`src/verilog/frontend_pkg.sv`:
```
// Shared definitions for the two-wide instruction front end
// Memory bus encodings, slot and pair structs, completion bus
// and the instruction decode used by fetch

package frontend_pkg;

  localparam int XLEN     = 64;              // Address and data width
  localparam int ILEN     = 32;              // Instruction width
  localparam int REG_IDX  = 5;
  localparam int NUM_REGS = 32;
  localparam int TAG_W    = 4;               // Memory transaction tag

  localparam logic [REG_IDX-1:0] ZERO_REG = 5'd31;

  // Memory commands
  localparam logic [1:0] BUS_NONE = 2'h0;
  localparam logic [1:0] BUS_LOAD = 2'h1;

  localparam logic [XLEN-1:0] FETCH_STRIDE = 64'd8;   // Two instructions per word

  localparam logic [ILEN-1:0] NOOP_INST = 32'h47ff041f;
  localparam logic [ILEN-1:0] HALT_INST = 32'h0000_0000;

  // Status codes
  localparam logic [3:0] NO_ERROR       = 4'h0;
  localparam logic [3:0] HALTED_ON_HALT = 4'h2;

  // Opcodes 0x10 to 0x13 share the top four opcode bits
  localparam logic [3:0] OPERATE_OPCODES = 4'h4;

  typedef struct packed {
    logic [1:0]      command;
    logic [XLEN-1:0] addr;
  } mem_req_t;

  typedef struct packed {
    logic [TAG_W-1:0] response;      // Nonzero when the request is accepted
    logic [TAG_W-1:0] tag;           // Tag of the data on this cycle
    logic [XLEN-1:0]  data;
  } mem_rsp_t;

  typedef struct packed {
    logic               valid;
    logic [XLEN-1:0]    npc;
    logic [ILEN-1:0]    ir;
    logic [REG_IDX-1:0] ra;
    logic [REG_IDX-1:0] rb;
    logic [REG_IDX-1:0] rc;
    logic               uses_ra;
    logic               uses_rb;
    logic               writes_rc;
    logic               halt;
  } decoded_inst_t;

  // Index 0 is the older instruction
  typedef decoded_inst_t [1:0] inst_pair_t;

  typedef struct packed {
    logic               valid;
    logic [REG_IDX-1:0] reg_idx;
  } completion_t;

  function automatic decoded_inst_t decode_inst(input logic [ILEN-1:0] inst,
                                                input logic [XLEN-1:0] npc);
    decoded_inst_t d;
    d       = '0;
    d.valid = 1'b1;
    d.npc   = npc;
    d.ir    = inst;
    d.ra    = inst[25:21];
    d.rb    = inst[20:16];
    d.rc    = inst[4:0];
    if (inst == HALT_INST) begin
      d.halt = 1'b1;                 // No register operands
    end else if (inst[31:28] == OPERATE_OPCODES) begin
      d.uses_ra   = 1'b1;
      d.uses_rb   = 1'b1;
      d.writes_rc = 1'b1;
    end else begin
      d.uses_ra = 1'b1;
    end
    return d;
  endfunction

endpackage
```
`src/verilog/dispatch_buffer.sv`:
```
// Two-slot ID/dispatch register
// Loads a fresh pair once every valid slot is taken, and moves
// slot 1 down into slot 0 when only the older slot dispatches

`timescale 1ns/1ps

module dispatch_buffer (
  input  logic                     clock,
  input  logic                     reset,
  input  frontend_pkg::inst_pair_t fetch_pair,
  input  logic                     fetch_valid,
  output logic                     fetch_stall,
  output frontend_pkg::inst_pair_t slots,
  input  logic [1:0]               take
);
  import frontend_pkg::*;

  decoded_inst_t noop_slot;
  logic          all_taken;
  logic          pair_moves;

  // Empty slot contents after reset
  always_comb begin
    noop_slot       = decode_inst(NOOP_INST, '0);
    noop_slot.valid = 1'b0;
  end

  // Buffer is free for a new pair when no valid slot stays behind
  assign all_taken   = (take[0] || !slots[0].valid) && (take[1] || !slots[1].valid);
  assign fetch_stall = !all_taken;
  assign pair_moves  = fetch_valid && all_taken;

  //////////////////////////////////////////////////
  // Load, shift and hold
  //////////////////////////////////////////////////

  always_ff @(posedge clock) begin
    if (reset) begin
      slots <= {noop_slot, noop_slot};
    end else if (all_taken) begin
      if (pair_moves) begin
        slots <= fetch_pair;
      end else begin
        slots[0].valid <= 1'b0;       // Drained with nothing arriving
        slots[1].valid <= 1'b0;
      end
    end else if (take[0]) begin
      // Younger slot moves down behind the dispatched one
      slots[0]       <= slots[1];
      slots[1].valid <= 1'b0;
    end
  end

  take_in_order: assert property (
    @(posedge clock) disable iff (reset)
    take[1] |-> take[0]
  ) else $error("slot 1 taken without slot 0");

  slots_compact: assert property (
    @(posedge clock) disable iff (reset)
    slots[1].valid |-> slots[0].valid
  ) else $error("slot 1 valid while slot 0 is empty");

endmodule

```
`src/verilog/dispatch_unit.sv`:
```
// In-order dispatch with a register busy scoreboard
// A slot leaves once its operands and destination are free;
// completions clear busy bits, a halt freezes dispatch

`timescale 1ns/1ps

module dispatch_unit (
  input  logic                      clock,
  input  logic                      reset,
  input  frontend_pkg::inst_pair_t  slots,
  input  frontend_pkg::completion_t complete,
  output logic [1:0]                take,
  output frontend_pkg::inst_pair_t  dispatch_out,
  output logic                      halted,
  output logic [3:0]                status
);
  import frontend_pkg::*;

  logic [NUM_REGS-1:0] busy;
  logic [1:0]          regs_free;
  logic                pair_conflict;
  logic                halt_issued;

  // True when nothing the slot touches is still in flight
  function automatic logic operands_free(input decoded_inst_t d,
                                         input logic [NUM_REGS-1:0] busy_v);
    return !(d.uses_ra && busy_v[d.ra]) &&
           !(d.uses_rb && busy_v[d.rb]) &&
           !(d.writes_rc && busy_v[d.rc]);
  endfunction

  //////////////////////////////////////////////////
  // Dispatch decision
  //////////////////////////////////////////////////

  assign regs_free[0] = operands_free(slots[0], busy);
  assign regs_free[1] = operands_free(slots[1], busy);

  // Younger slot touching the older one's destination waits a cycle
  assign pair_conflict = slots[0].writes_rc && (slots[0].rc != ZERO_REG) &&
                         ((slots[1].uses_ra && slots[1].ra == slots[0].rc) ||
                          (slots[1].uses_rb && slots[1].rb == slots[0].rc) ||
                          (slots[1].writes_rc && slots[1].rc == slots[0].rc));

  assign take[0] = slots[0].valid && !halted && regs_free[0];
  assign take[1] = take[0] && slots[1].valid && regs_free[1] &&
                   !slots[0].halt && !pair_conflict;

  assign halt_issued = (take[0] && slots[0].halt) || (take[1] && slots[1].halt);

  always_comb begin
    dispatch_out          = slots;
    dispatch_out[0].valid = take[0];
    dispatch_out[1].valid = take[1];
  end

  //////////////////////////////////////////////////
  // Scoreboard and halt status
  //////////////////////////////////////////////////

  always_ff @(posedge clock) begin
    if (reset) begin
      busy <= '0;
    end else begin
      if (complete.valid) begin
        busy[complete.reg_idx] <= 1'b0;
      end
      for (int i = 0; i < 2; i++) begin
        if (take[i] && slots[i].writes_rc && slots[i].rc != ZERO_REG) begin
          busy[slots[i].rc] <= 1'b1;    // Set wins over a same-cycle clear
        end
      end
    end
  end

  always_ff @(posedge clock) begin
    if (reset) begin
      halted <= 1'b0;
    end else if (halt_issued) begin
      halted <= 1'b1;                   // Sticky until reset
    end
  end

  assign status = halted ? HALTED_ON_HALT : NO_ERROR;

  // Completions only come back for registers an earlier dispatch marked
  complete_was_busy: assert property (
    @(posedge clock) disable iff (reset)
    complete.valid |-> busy[complete.reg_idx]
  ) else $error("completion for register %0d which is not busy", complete.reg_idx);

endmodule

```
`src/verilog/dual_issue_frontend.sv`:
```
// Two-wide in-order front end
// Fetch feeds the two-slot dispatch buffer, the dispatch unit
// drains it against the register scoreboard

`timescale 1ns/1ps

module dual_issue_frontend (
  input  logic                      clock,
  input  logic                      reset,
  output frontend_pkg::mem_req_t    mem_req,
  input  frontend_pkg::mem_rsp_t    mem_rsp,
  input  frontend_pkg::completion_t complete,
  output frontend_pkg::inst_pair_t  dispatch_out,
  output logic [3:0]                status
);
  import frontend_pkg::*;

  inst_pair_t fetch_pair;
  inst_pair_t slots;
  logic       fetch_valid;
  logic       fetch_stall;
  logic [1:0] take;
  logic       halted;       // Stops fetch requests after a halt

  fetch_unit fetch_unit_i (
    .clock       (clock),
    .reset       (reset),
    .mem_req     (mem_req),
    .mem_rsp     (mem_rsp),
    .halted      (halted),
    .fetch_stall (fetch_stall),
    .fetch_valid (fetch_valid),
    .fetch_pair  (fetch_pair)
  );

  dispatch_buffer dispatch_buffer_i (
    .clock       (clock),
    .reset       (reset),
    .fetch_pair  (fetch_pair),
    .fetch_valid (fetch_valid),
    .fetch_stall (fetch_stall),
    .slots       (slots),
    .take        (take)
  );

  dispatch_unit dispatch_unit_i (
    .clock        (clock),
    .reset        (reset),
    .slots        (slots),
    .complete     (complete),
    .take         (take),
    .dispatch_out (dispatch_out),
    .halted       (halted),
    .status       (status)
  );

endmodule

```
`src/verilog/fetch_unit.sv`:
```
// Instruction fetch
// Issues one tagged load per 64-bit word, waits for the matching
// reply, decodes both halves and holds the pair until the
// dispatch buffer accepts it

`timescale 1ns/1ps

module fetch_unit (
  input  logic                     clock,
  input  logic                     reset,
  output frontend_pkg::mem_req_t   mem_req,
  input  frontend_pkg::mem_rsp_t   mem_rsp,
  input  logic                     halted,
  input  logic                     fetch_stall,
  output logic                     fetch_valid,
  output frontend_pkg::inst_pair_t fetch_pair
);
  import frontend_pkg::*;

  typedef enum logic [1:0] {
    IDLE,
    REQUEST,       // Load on the bus until a nonzero response
    WAIT_DATA,     // Accepted, waiting for the tagged reply
    HOLD           // Decoded pair offered to the buffer
  } fetch_state_t;

  fetch_state_t     state;
  logic [XLEN-1:0]  pc;
  logic [TAG_W-1:0] pending_tag;
  logic             reply_hit;
  logic             pair_moves;

  assign reply_hit  = (state == WAIT_DATA) && (pending_tag != '0) &&
                      (mem_rsp.tag == pending_tag);
  assign fetch_valid = (state == HOLD);
  assign pair_moves  = fetch_valid && !fetch_stall;

  always_comb begin
    mem_req.command = (state == REQUEST) ? BUS_LOAD : BUS_NONE;
    mem_req.addr    = {pc[XLEN-1:3], 3'b000};     // Word aligned
  end

  //////////////////////////////////////////////////
  // Request FSM and PC
  //////////////////////////////////////////////////

  always_ff @(posedge clock) begin
    if (reset) begin
      state       <= IDLE;
      pc          <= '0;
      pending_tag <= '0;
    end else begin
      case (state)
        IDLE: begin
          if (!halted) begin
            state <= REQUEST;
          end
        end
        REQUEST: begin
          if (halted) begin
            state <= IDLE;
          end else if (mem_rsp.response != '0) begin
            pending_tag <= mem_rsp.response;   // Zero response means retry
            state       <= WAIT_DATA;
          end
        end
        WAIT_DATA: begin
          if (reply_hit) begin
            pc          <= pc + FETCH_STRIDE;
            pending_tag <= '0;
            state       <= HOLD;
          end
        end
        HOLD: begin
          if (pair_moves) begin
            state <= halted ? IDLE : REQUEST;
          end
        end
        default: state <= IDLE;
      endcase
    end
  end

  // Low half is the older instruction
  always_ff @(posedge clock) begin
    if (reply_hit) begin
      fetch_pair[0] <= decode_inst(mem_rsp.data[ILEN-1:0], pc + XLEN'(ILEN / 8));
      fetch_pair[1] <= decode_inst(mem_rsp.data[XLEN-1:ILEN], pc + FETCH_STRIDE);
    end
  end

  // A pending load is repeated unchanged until accepted
  req_stable_until_accept: assert property (
    @(posedge clock) disable iff (reset || halted)
    (mem_req.command == BUS_LOAD && mem_rsp.response == '0) |=> $stable(mem_req)
  ) else $error("fetch request changed before it was accepted");

endmodule

```
`config.mk`:
```
export PLATFORM = sky130hd
export DESIGN_NAME = dual_issue_frontend
export DESIGN_NICKNAME = d
export VERILOG_FILES = /design/src/verilog/frontend_pkg.sv /design/src/verilog/dispatch_buffer.sv /design/src/verilog/dispatch_unit.sv /design/src/verilog/dual_issue_frontend.sv /design/src/verilog/fetch_unit.sv
export SDC_FILE = /design/constraint.sdc
export NUM_CORES = 1
export LEC_CHECK = 0
export BUFFER_PORTS_ARGS = -buffer_cell sky130_fd_sc_hd__buf_2
export CAP_MARGIN = 30
export CELL_PAD_IN_SITES_DETAIL_PLACEMENT = 1
export CELL_PAD_IN_SITES_GLOBAL_PLACEMENT = 1
export CORE_UTILIZATION = 40
export DETAILED_ROUTE_END_ITERATION = 8
export GPL_TIMING_DRIVEN = 0
export PLACE_DENSITY_LB_ADDON = 0.1
export SYNTH_ARGS = -nofsm -noshare
export SYNTH_HDL_FRONTEND = slang
export SYNTH_SLANG_ARGS = --single-unit
```
`constraint.sdc`:
```
create_clock -name clock -period 7.8 [get_ports clock]
set_input_delay 0.39 -clock clock [delete_from_list [all_inputs] [get_ports clock]]
set_output_delay 0.39 -clock clock [all_outputs]
set_load 0.03 [all_outputs]
```
# == After elaboration in Yosys (flattened, before gate mapping) ==
# Cells that the tools add are included.
# word_totals
input_bits,80
latch_bits,0
ram_bits,0
rom_bits,0
n_memories,0
out_inout_bits,302
register_bits,565
# op_classes
n_mux,48
add_sub_neg,2
n_reduce_logical,62
shift,0
bitwise_logic,4
n_div,0
n_mul,0
eq_ne,18
n_lt_le_gt_ge,10
# op_table
operator,n
$mux W116,2
$mux W32,5
$mux W115,1
$add A64 B3 Y64 const B,1
$add A64 B4 Y64 const B,1
$logic_not A32 Y1,2
$or A32 B32 Y32,2
$lt A5 B6 Y1 const B,7
$logic_and A1 B1 Y1,34
$and A32 B32 Y32,1
$not A32 Y32,1
$bmux W1 S5,6
$mux W1,16
$mux W2,8
$demux W1 S5,3
$eq A5 B5 Y1,3
$ge A5 B1 Y1 const B,3
$mux W4,3
$logic_not A1 Y1,11
$ne A2 B2 Y1 const B,5
$ne A5 B5 Y1 const B,2
$eq A4 B3 Y1 const B,2
$pmux W2 S4,1
$pmux W4 S2,1
other kinds (12),23

# == Logic depth before layout (Yosys ltp) ==
# Gate-level depths: netlist of run 1.
# depth
word_depth,16
depth_mapped,15

# == Cells and area by module ==
# Synthesis of run 1 repeated with hierarchy kept, for this count alone.
# hier_totals
hier_cells,2646
area_unflattened_um2,25440.6
# by_module_without_submodules
module,n_inst,cells_each,seq_area_each_um2,area_per_inst_um2
fetch_unit,1,814,7106.8,10603.9
dispatch_buffer,1,1169,4644.5,9303.9
dispatch_unit,1,663,660.6,5532.8

# == Worst setup path after synthesis of run 1 ==
# No wires, ideal clock.
# synth_path
path_type,reg-to-reg
start,register (tool-made name)
end,register fetch_unit_i.pc[39]
path_slack_ns,0.195
n_path_buf,3
required_time_ns,7.735
stages_incl_launch_ff,10
synth_period_minus_slack_ns,7.605
arrival_time_ns,7.540
cell_sequence,dfxtp_1 > clkbuf_1 > nand2_1 > or4_1 > clkbuf_1 > inv_1 > clkbuf_1 > nand2_1 > xor2_1 > nor2_1
# synth_rtl
item,line,text
to (signal assigned),fetch_unit.sv:69,pc <= pc + FETCH_STRIDE;
to (decl),fetch_unit.sv:28,logic [XLEN-1:0] pc;

==> results.json, run 1 <==
{
  "status": "finished, final reports clean",
  "core_area_sq_mm": 0.06036,
  "yosysSeqAreaShare": 0.4769,
  "post_cts_buffers": 0,
  "cp.required_ns": 7.41,
  "detail-route-antenna-nets": 0,
  "finalWirelength_um": 91170,
  "design_area_sq_mm": 0.02975,
  "grt_pass1_vias": 21160,
  "synth-seq-cells": 487,
  "cp_max_fo": 10,
  "skew_ns": 0.03372,
  "fin_tns_setup_ns": 0,
  "placed_cell_area_sq_mm": 0.02744,
  "synthFlopType": "dfxtp_1",
  "finalCritPeriodShare": 0.6517,
  "dr.pass1.iters": 5,
  "cts_tree": "built",
  "worst_pin_slew_ns": 1.026,
  "routed-via-count": 20420,
  "crit_arrival_ns": 4.69,
  "cts_max_level": 2,
  "die_y_um": 249.4,
  "post-route-min-period_ns": 5.084,
  "critical_path_class": "flip-flop to output pin",
  "clkLatencyLatePin_ns": 0.62,
  "place_congestion": 0.9399,
  "cpPeakStageDelay_ns": 0.79,
  "final_cell_count_no_fill": 3672,
  "avgSynthCellArea_sq_um": 10.37,
  "fmax_ghz": 0.1967,
  "critPathBufInv": 5,
  "grt_pass1_wl_um": 135500,
  "slowest_stage": "o31ai_2",
  "setup.worst_path.start_class": "flip-flop",
  "fin_util": 0.4929,
  "dpl.cell_count": 3525,
  "cts_buffers": 55,
  "drive_gt1_frac": 0.3046,
  "hold_viol_final": 0,
  "die_x_um": 249.4,
  "nNetsFinal": 2924,
  "ios": 382,
  "worstHoldStart": "mem_rsp[4]",
  "path_common_cell": "buf_2",
  "overflow": 0,
  "fillCellCount": 6784,
  "area_growth_syn_to_layout_pct": 21.56,
  "max_slew_margin": 0.3161,
  "ys_async_sr_fraction": 0,
  "cts_root_buffer": "clkbuf_16",
  "grt_usage": 0.2876,
  "syn_area_sq_mm": 0.02447,
  "wl_per_cell_um": 24.83,
  "placement.io_buffers": 369,
  "finalSetupViolations": 0,
  "drtIter0Drc": 1329,
  "crit_family": "buffers and inverters",
  "slew_violations": 0,
  "initial_core_util": 0.4055,
  "clk_pin_slew_ns": 0.06,
  "r2r-start": "dispatch_buffer_i.slots[5]",
  "grt_max_degree": 65,
  "hp-class": "input pin to flip-flop",
  "rows": 90,
  "ir_drop_v": 0.0001621,
  "ys.warnings.count": 0,
  "cts.sinks": 487,
  "cap_violations": 0,
  "post_drt_via_cell_ratio": 5.561,
  "seqCellArea_sq_mm": 0.01167,
  "rsz0062_at_grt": "false",
  "antenna_found_initial": 1,
  "startpoint": "dispatch_buffer_i.slots[5]",
  "synth_cell_types": 76,
  "synth_enable_flop_cells": 192,
  "power.density_mw_per_mm2": 217.7,
  "dp_hpwl_um": 66770,
  "path_cells": "buf_2 > buf_2 > mux2i_1 > nor3_1 > nor4_1 > o221ai_1 > o31ai_2 > and4_1 > buf_4 > buf_2 > and2_1 > buf_2",
  "die_area_sq_mm": 0.06218,
  "p_leak_nw": 12.01,
  "cts.path.max_buffers": 3,
  "drc": 0,
  "critPathCaptureType": "output pin",
  "multi_input_area_sq_mm": 0.01021,
  "netlist_instances": 2359
}
power breakdown:
group | internal [mW] | switching (mW) | leakage [nW]
clock network | 1.58 | 1.10 | 0.922
logic | 0.371 | 0.617 | 6.98
registers | 2.72 | 0.0923 | 4.12
state kept, by name (all words and copies together) (netlist names), named ones only:
name,cells
dispatch_unit_i.halted,1
fetch_unit_i.pending_tag,4
fetch_unit_i.state,1
dispatch_unit_i.busy,32
fetch_unit_i.pc,61
fetch_unit_i.fetch_pair,192
dispatch_buffer_i.slots,195
repair_timing:
action                                 CTS  global route
resized for setup                        0             0
endpoints found under the hold margin   43             0
hold buffers                            43             0
final cells by class:
type	count	area share
flip-flops and latches	487	0.3923
well taps	782	0.03289
repair buffers	416	0.07982
multi-input cells	1456	0.3433
plain buffers	407	0.08600
inverters	20	0.002523
clock buffers	87	0.05678
diodes	1	0.00008411
clock inverters	16	0.006308
synth_stat cells, types with 4 or more instances:
| library cell | number | area [sq um] |
|---|---|---|
| a221o_1 | 4 | 40.04 |
| buf_2 | 47 | 235.2 |
| o21ai_1 | 6 | 30.03 |
| a21oi_1 | 37 | 185.2 |
| xnor2_1 | 51 | 446.7 |
| a211oi_1 | 74 | 555.5 |
| nand3b_1 | 12 | 90.09 |
| a22o_1 | 18 | 157.7 |
| nand3_1 | 49 | 245.2 |
| buf_4 | 240 | 1802 |
| inv_1 | 20 | 75.07 |
| nand2_1 | 160 | 600.6 |
| xor2_1 | 70 | 613.1 |
| nor2b_1 | 37 | 231.5 |
| o32ai_1 | 5 | 43.79 |
| nor3b_1 | 11 | 82.58 |
| mux2_2 | 82 | 923.4 |
| nor3_1 | 33 | 165.2 |
| nand4b_1 | 4 | 35.03 |
| clkbuf_1 | 105 | 394.1 |
| a31oi_1 | 8 | 50.05 |
| nor2_1 | 263 | 987.2 |
| buf_1 | 6 | 22.52 |
| mux2i_1 | 132 | 1321 |
| o21ai_0 | 36 | 180.2 |
| nand2b_1 | 22 | 137.6 |
| o22ai_1 | 11 | 68.82 |
| dfxtp_1 | 295 | 5906 |
| or3_1 | 20 | 125.1 |
| mux4_2 | 27 | 608.1 |
| a22oi_1 | 9 | 67.56 |
| and2_1 | 9 | 56.30 |
| buf_6 | 9 | 101.4 |
| o32a_1 | 20 | 200.2 |
| and4_1 | 7 | 61.31 |
| nor4_1 | 22 | 137.6 |
| edfxtp_1 | 192 | 5766 |
| a221oi_1 | 73 | 639.4 |
| or2_2 | 5 | 31.28 |
| and3_1 | 21 | 131.4 |
| nand4_1 | 20 | 125.1 |
| a211o_1 | 20 | 175.2 |
| o221ai_1 | 12 | 105.1 |
cell usage in the layout, fill, tap and decap left out, drive strengths merged, types with 37 or more instances in the layout:
cell | synthesis | routed
buf | 302 | 675
dfxtp | 295 | 295
nor2 | 263 | 263
edfxtp | 192 | 192
clkbuf | 105 | 192
nand2 | 160 | 160
mux2i | 132 | 132
mux2 | 85 | 85
a211oi | 74 | 74
a221oi | 73 | 73
xor2 | 70 | 70
xnor2 | 51 | 51
nand3 | 49 | 49
dlygate4sd3 | 0 | 43
o21ai | 42 | 42
a21oi | 38 | 38
nor2b | 37 | 37
layer usage:
metal | vias up | track usage | part of all wire
met1 | 10340 | 0.3488 | 0.41
met4 | 0 | 0.1049 | 0.035
li1 | 9272 | - | -
met3 | 174 | 0.04639 | 0.054
met2 | 632 | 0.5113 | 0.50
met5 | - | 0 | 0
kinds of logic (layout without fill, tap and decap cells):
kind of cell               Yosys count  in the layout  share of synthesized area
AOI/OAI and AO/OA                  365            365                     0.1145
xor gates and xnor gates           121            121                    0.04330
adders and majority gates            1              1                  0.0005112
buffers and inverters              427            946                     0.1075
DFF                                487            487                     0.4769
muxes                              244            244                     0.1179
other                                1             13                  0.0001532
and+or+nand+nor                    713            713                     0.1392
per-stage QoR:
step | hold slack, ns | total power [mW] | worst slack, ns
6_report | 0.02073 | 6.477 | 2.716
5_1_grt | 0.004646 | 6.686 | 2.549
4_1_cts | 0.004500 | 6.513 | 2.748
3_5_place_dp | 0.4389 | 3.825 | 2.947
3_3_place_gp | 0.4349 | 3.804 | -3.493
2_1_floorplan | 0.4283 | 3.497 | 0.1948
path summary, 6_finish.rpt:
| kind | endpoint | slack [ns] | depth (start not counted) |
|---|---|---|---|
| hold / removal | fetch_unit_i.fetch_pair[23] | 0.02 | 1 |
| setup / recovery | dispatch_out[231] | 2.72 | 12 |
| hold reg to reg | dispatch_buffer_i.slots[118] | 0.45 | 1 |
| setup reg to reg | dispatch_buffer_i.slots[148] | 2.85 | 14 |
Power figures use the tool's default switching activity.
==> inputs of run 2 (changes only) <==
--- a/config.mk
+++ b/config.mk
@@ -9,7 +9,7 @@
 export CAP_MARGIN = 30
 export CELL_PAD_IN_SITES_DETAIL_PLACEMENT = 1
 export CELL_PAD_IN_SITES_GLOBAL_PLACEMENT = 1
-export CORE_UTILIZATION = 40
+export CORE_UTILIZATION = 45
 export DETAILED_ROUTE_END_ITERATION = 8
 export GPL_TIMING_DRIVEN = 0
 export PLACE_DENSITY_LB_ADDON = 0.1
==> constraint.sdc (replaced) <==
create_clock -name clock -period 5.3 [get_ports clock]
set_input_delay 0.265 -clock clock [delete_from_list [all_inputs] [get_ports clock]]
set_output_delay 0.265 -clock clock [all_outputs]
set_load 0.03 [all_outputs]
==> run 2 against run 1 <==
Effect of this change:
- worst setup slack got worse by 2.4 ns
- clock power rose by 45%
- cell area rose by 0.27%
- via count rose by 2.2%
- clock skew rose by 0.0092 ns
- sequential power rose by 47%
- global-route usage rose by 3.6 points
- wire length fell by 0.30%
- first-iteration DRC count rose by 30%
- combinational power rose by 49%
- critical path depth did not move
- total power rose by 47%
- critical endpoint is now dispatch_buffer_i.slots[32]
==> results.json, run 2 (synthesis gave the netlist of run 1 again) <==
{
  "rsz0062_at_grt": "false",
  "power.density_mw_per_mm2": 318.3,
  "post_cts_buffers": 0,
  "finalSetupViolations": 0,
  "cp_max_fo": 10,
  "fmax_ghz": 0.2009,
  "area_growth_syn_to_layout_pct": 21.89,
  "p_comb_frac": 0.155,
  "drive_gt1_frac": 0.2996,
  "p_sw_frac": 0.2796,
  "finalCritPeriodShare": 0.9394,
  "finalWirelength_um": 90890,
  "rr_worst_depth": 12,
  "worst_pin_slew_ns": 1.071,
  "detail-route-antenna-nets": 0,
  "seqPwrFrac": 0.436,
  "cts_max_level": 2,
  "regMostFlops": "dispatch_buffer_i.slots",
  "cts_tree": "built",
  "grt_max_degree": 111,
  "core_area_sq_mm": 0.05381,
  "antenna_found_initial": 9,
  "rows": 85,
  "p_leak_nw": 12.07,
  "hp-class": "input pin to flip-flop",
  "multi_input_area_sq_mm": 0.01022,
  "drc": 0,
  "reg_top3": "dispatch_buffer_i.slots x195, fetch_unit_i.fetch_pair x192, fetch_unit_i.pc x61",
  "die_y_um": 235.2,
  "worst_hold_path.num_cells": 5,
  "status": "finished, final reports clean",
  "placement.io_buffers": 369,
  "grt_usage": 0.3237,
  "startpoint": "dispatch_buffer_i.slots[139]",
  "clkPwrFrac": 0.410,
  "power.total_mw": 9.496,
  "dr.pass1.iters": 6,
  "hold_ws_ns": 0.09127,
  "routed-via-count": 20870,
  "r2r_setup_slack_ns": 0.32,
  "cts_buffers": 55,
  "p_sw_mw": 2.655,
  "ir_drop_v": 0.0002644,
  "die_area_sq_mm": 0.05532,
  "p_int_mw": 6.841,
  "ios": 382,
  "dpl.cell_count": 3438,
  "clkLatencyLatePin_ns": 0.63,
  "critical_path_class": "flip-flop to flip-flop",
  "wl_per_cell_um": 25.16,
  "fillCellCount": 5974,
  "nNetsFinal": 2948,
  "die_x_um": 235.2,
  "critPathCaptureType": "flip-flop",
  "post-route-min-period_ns": 4.979,
  "skew_ns": 0.04294,
  "final_common_cell": "buf_2",
  "drtIter0Drc": 1729,
  "initial_core_util": 0.4548,
  "cp.required_ns": 5.82,
  "max_slew_margin": 0.2792,
  "overflow": 0,
  "fin_util": 0.5543,
  "seqCellArea_sq_mm": 0.01167,
  "cts.sinks": 487,
  "r2r-start": "dispatch_buffer_i.slots[139]",
  "post_drt_via_cell_ratio": 5.777,
  "dp_hpwl_um": 66130,
  "cts.path.max_buffers": 3,
  "grt_pass1_vias": 21890,
  "crit_arrival_ns": 5.50,
  "worstHoldStart": "complete[2]",
  "cap_violations": 0,
  "slew_violations": 0,
  "clk_pin_slew_ns": 0.06,
  "hold_viol_final": 0,
  "grt_pass1_wl_um": 136700,
  "place_congestion": 0.9791,
  "largest_reg_flops": 195,
  "setup.worst_path.start_class": "flip-flop",
  "final_cell_count_no_fill": 3613,
  "final_cell_mix": "416 x buf_2, 295 x dfxtp_1, 263 x nor2_1, 240 x buf_4, 192 x edfxtp_1",
  "hold_path_end": "dispatch_unit_i.busy[10]",
  "cts_root_buffer": "clkbuf_16",
  "regToRegEndpoint": "dispatch_buffer_i.slots[32]"
}
run 2: cell types whose count changed in the layout (fill, tap and decap cells not counted), moves of 2 or more:
cell	delta
clkbuf_16	-2
buf_16	-2
clkbuf_8	-5
bufinv_16	+2
clkbuf_1	+2
diode_2	+5
clkinv_1	+3
dlygate4sd3_1	+25
run 2: metrics by stage:
stage               cell area (sq um)  setup TNS [ns]  worst slack (ns)
floorplan                       24520               0            0.7381
global placement                27230         -194.67            -1.158
detailed placement              27300               0            0.2286
CTS                             29810               0            0.2338
global route                    29830               0            0.1245
finish                          29830               0            0.3212
run 2: layer usage:
| metal | track usage | vias up | wire length [um] |
|---|---|---|---|
| li1 | - | 9329 | - |
| met1 | 0.3977 | 10560 | 36880 |
| met3 | 0.05148 | 211 | 5273 |
| met4 | 0.1441 | 4 | 3662 |
| met2 | 0.5593 | 767 | 45050 |
| met5 | 0 | - | 27 |
run 2: repair_timing:
item	in CTS	in global routing
hold endpoints to repair	70	0
setup endpoints to repair	0	68
gates resized for setup	0	1
hold buffers	68	0
run 2: cell type report:
class | count | area share
tap | 696 | 0.02919
timing repair buffer | 440 | 0.08666
multi-input combinational | 1456 | 0.3427
buffer | 407 | 0.08599
antenna | 6 | 0.0005033
clock buffer | 81 | 0.05243
sequential | 487 | 0.3913
inverter | 20 | 0.002517
clock inverter | 20 | 0.008766
run 2: critical path, cell delays in order (launching register included):
cell,delay [ns]
dfxtp_1,0.37
clkbuf_1,0.43
clkbuf_1,0.75
xor2_1,0.16
nor4_1,0.40
nand3_1,0.17
a31oi_1,0.23
a21oi_1,0.12
a41oi_1,0.39
clkbuf_1,0.84
clkbuf_1,0.51
a221oi_1,0.16
a211oi_1,0.35
run 2: worst max path at each step:
stage,endpoint,depth (start not counted),slack [ns]
global placement,fetch_unit_i.pc[49],9,-1.16
detailed placement,dispatch_buffer_i.slots[203],13,0.23
floorplan,fetch_unit_i.pc[39],9,0.74
global route,dispatch_buffer_i.slots[217],14,0.12
CTS,dispatch_buffer_i.slots[217],13,0.23
finish,dispatch_buffer_i.slots[32],12,0.32
run 2: power by group through the flow:
stage                     Clock, mW  Sequential, mW  Combinational, mW
after floorplan                   0            4.15              0.997
after global placement            0            4.21               1.38
after detailed placement          0            4.21               1.41
after CTS                      3.92            4.13               1.46
after global routing           4.08            4.15               1.56
final                          3.89            4.14               1.47
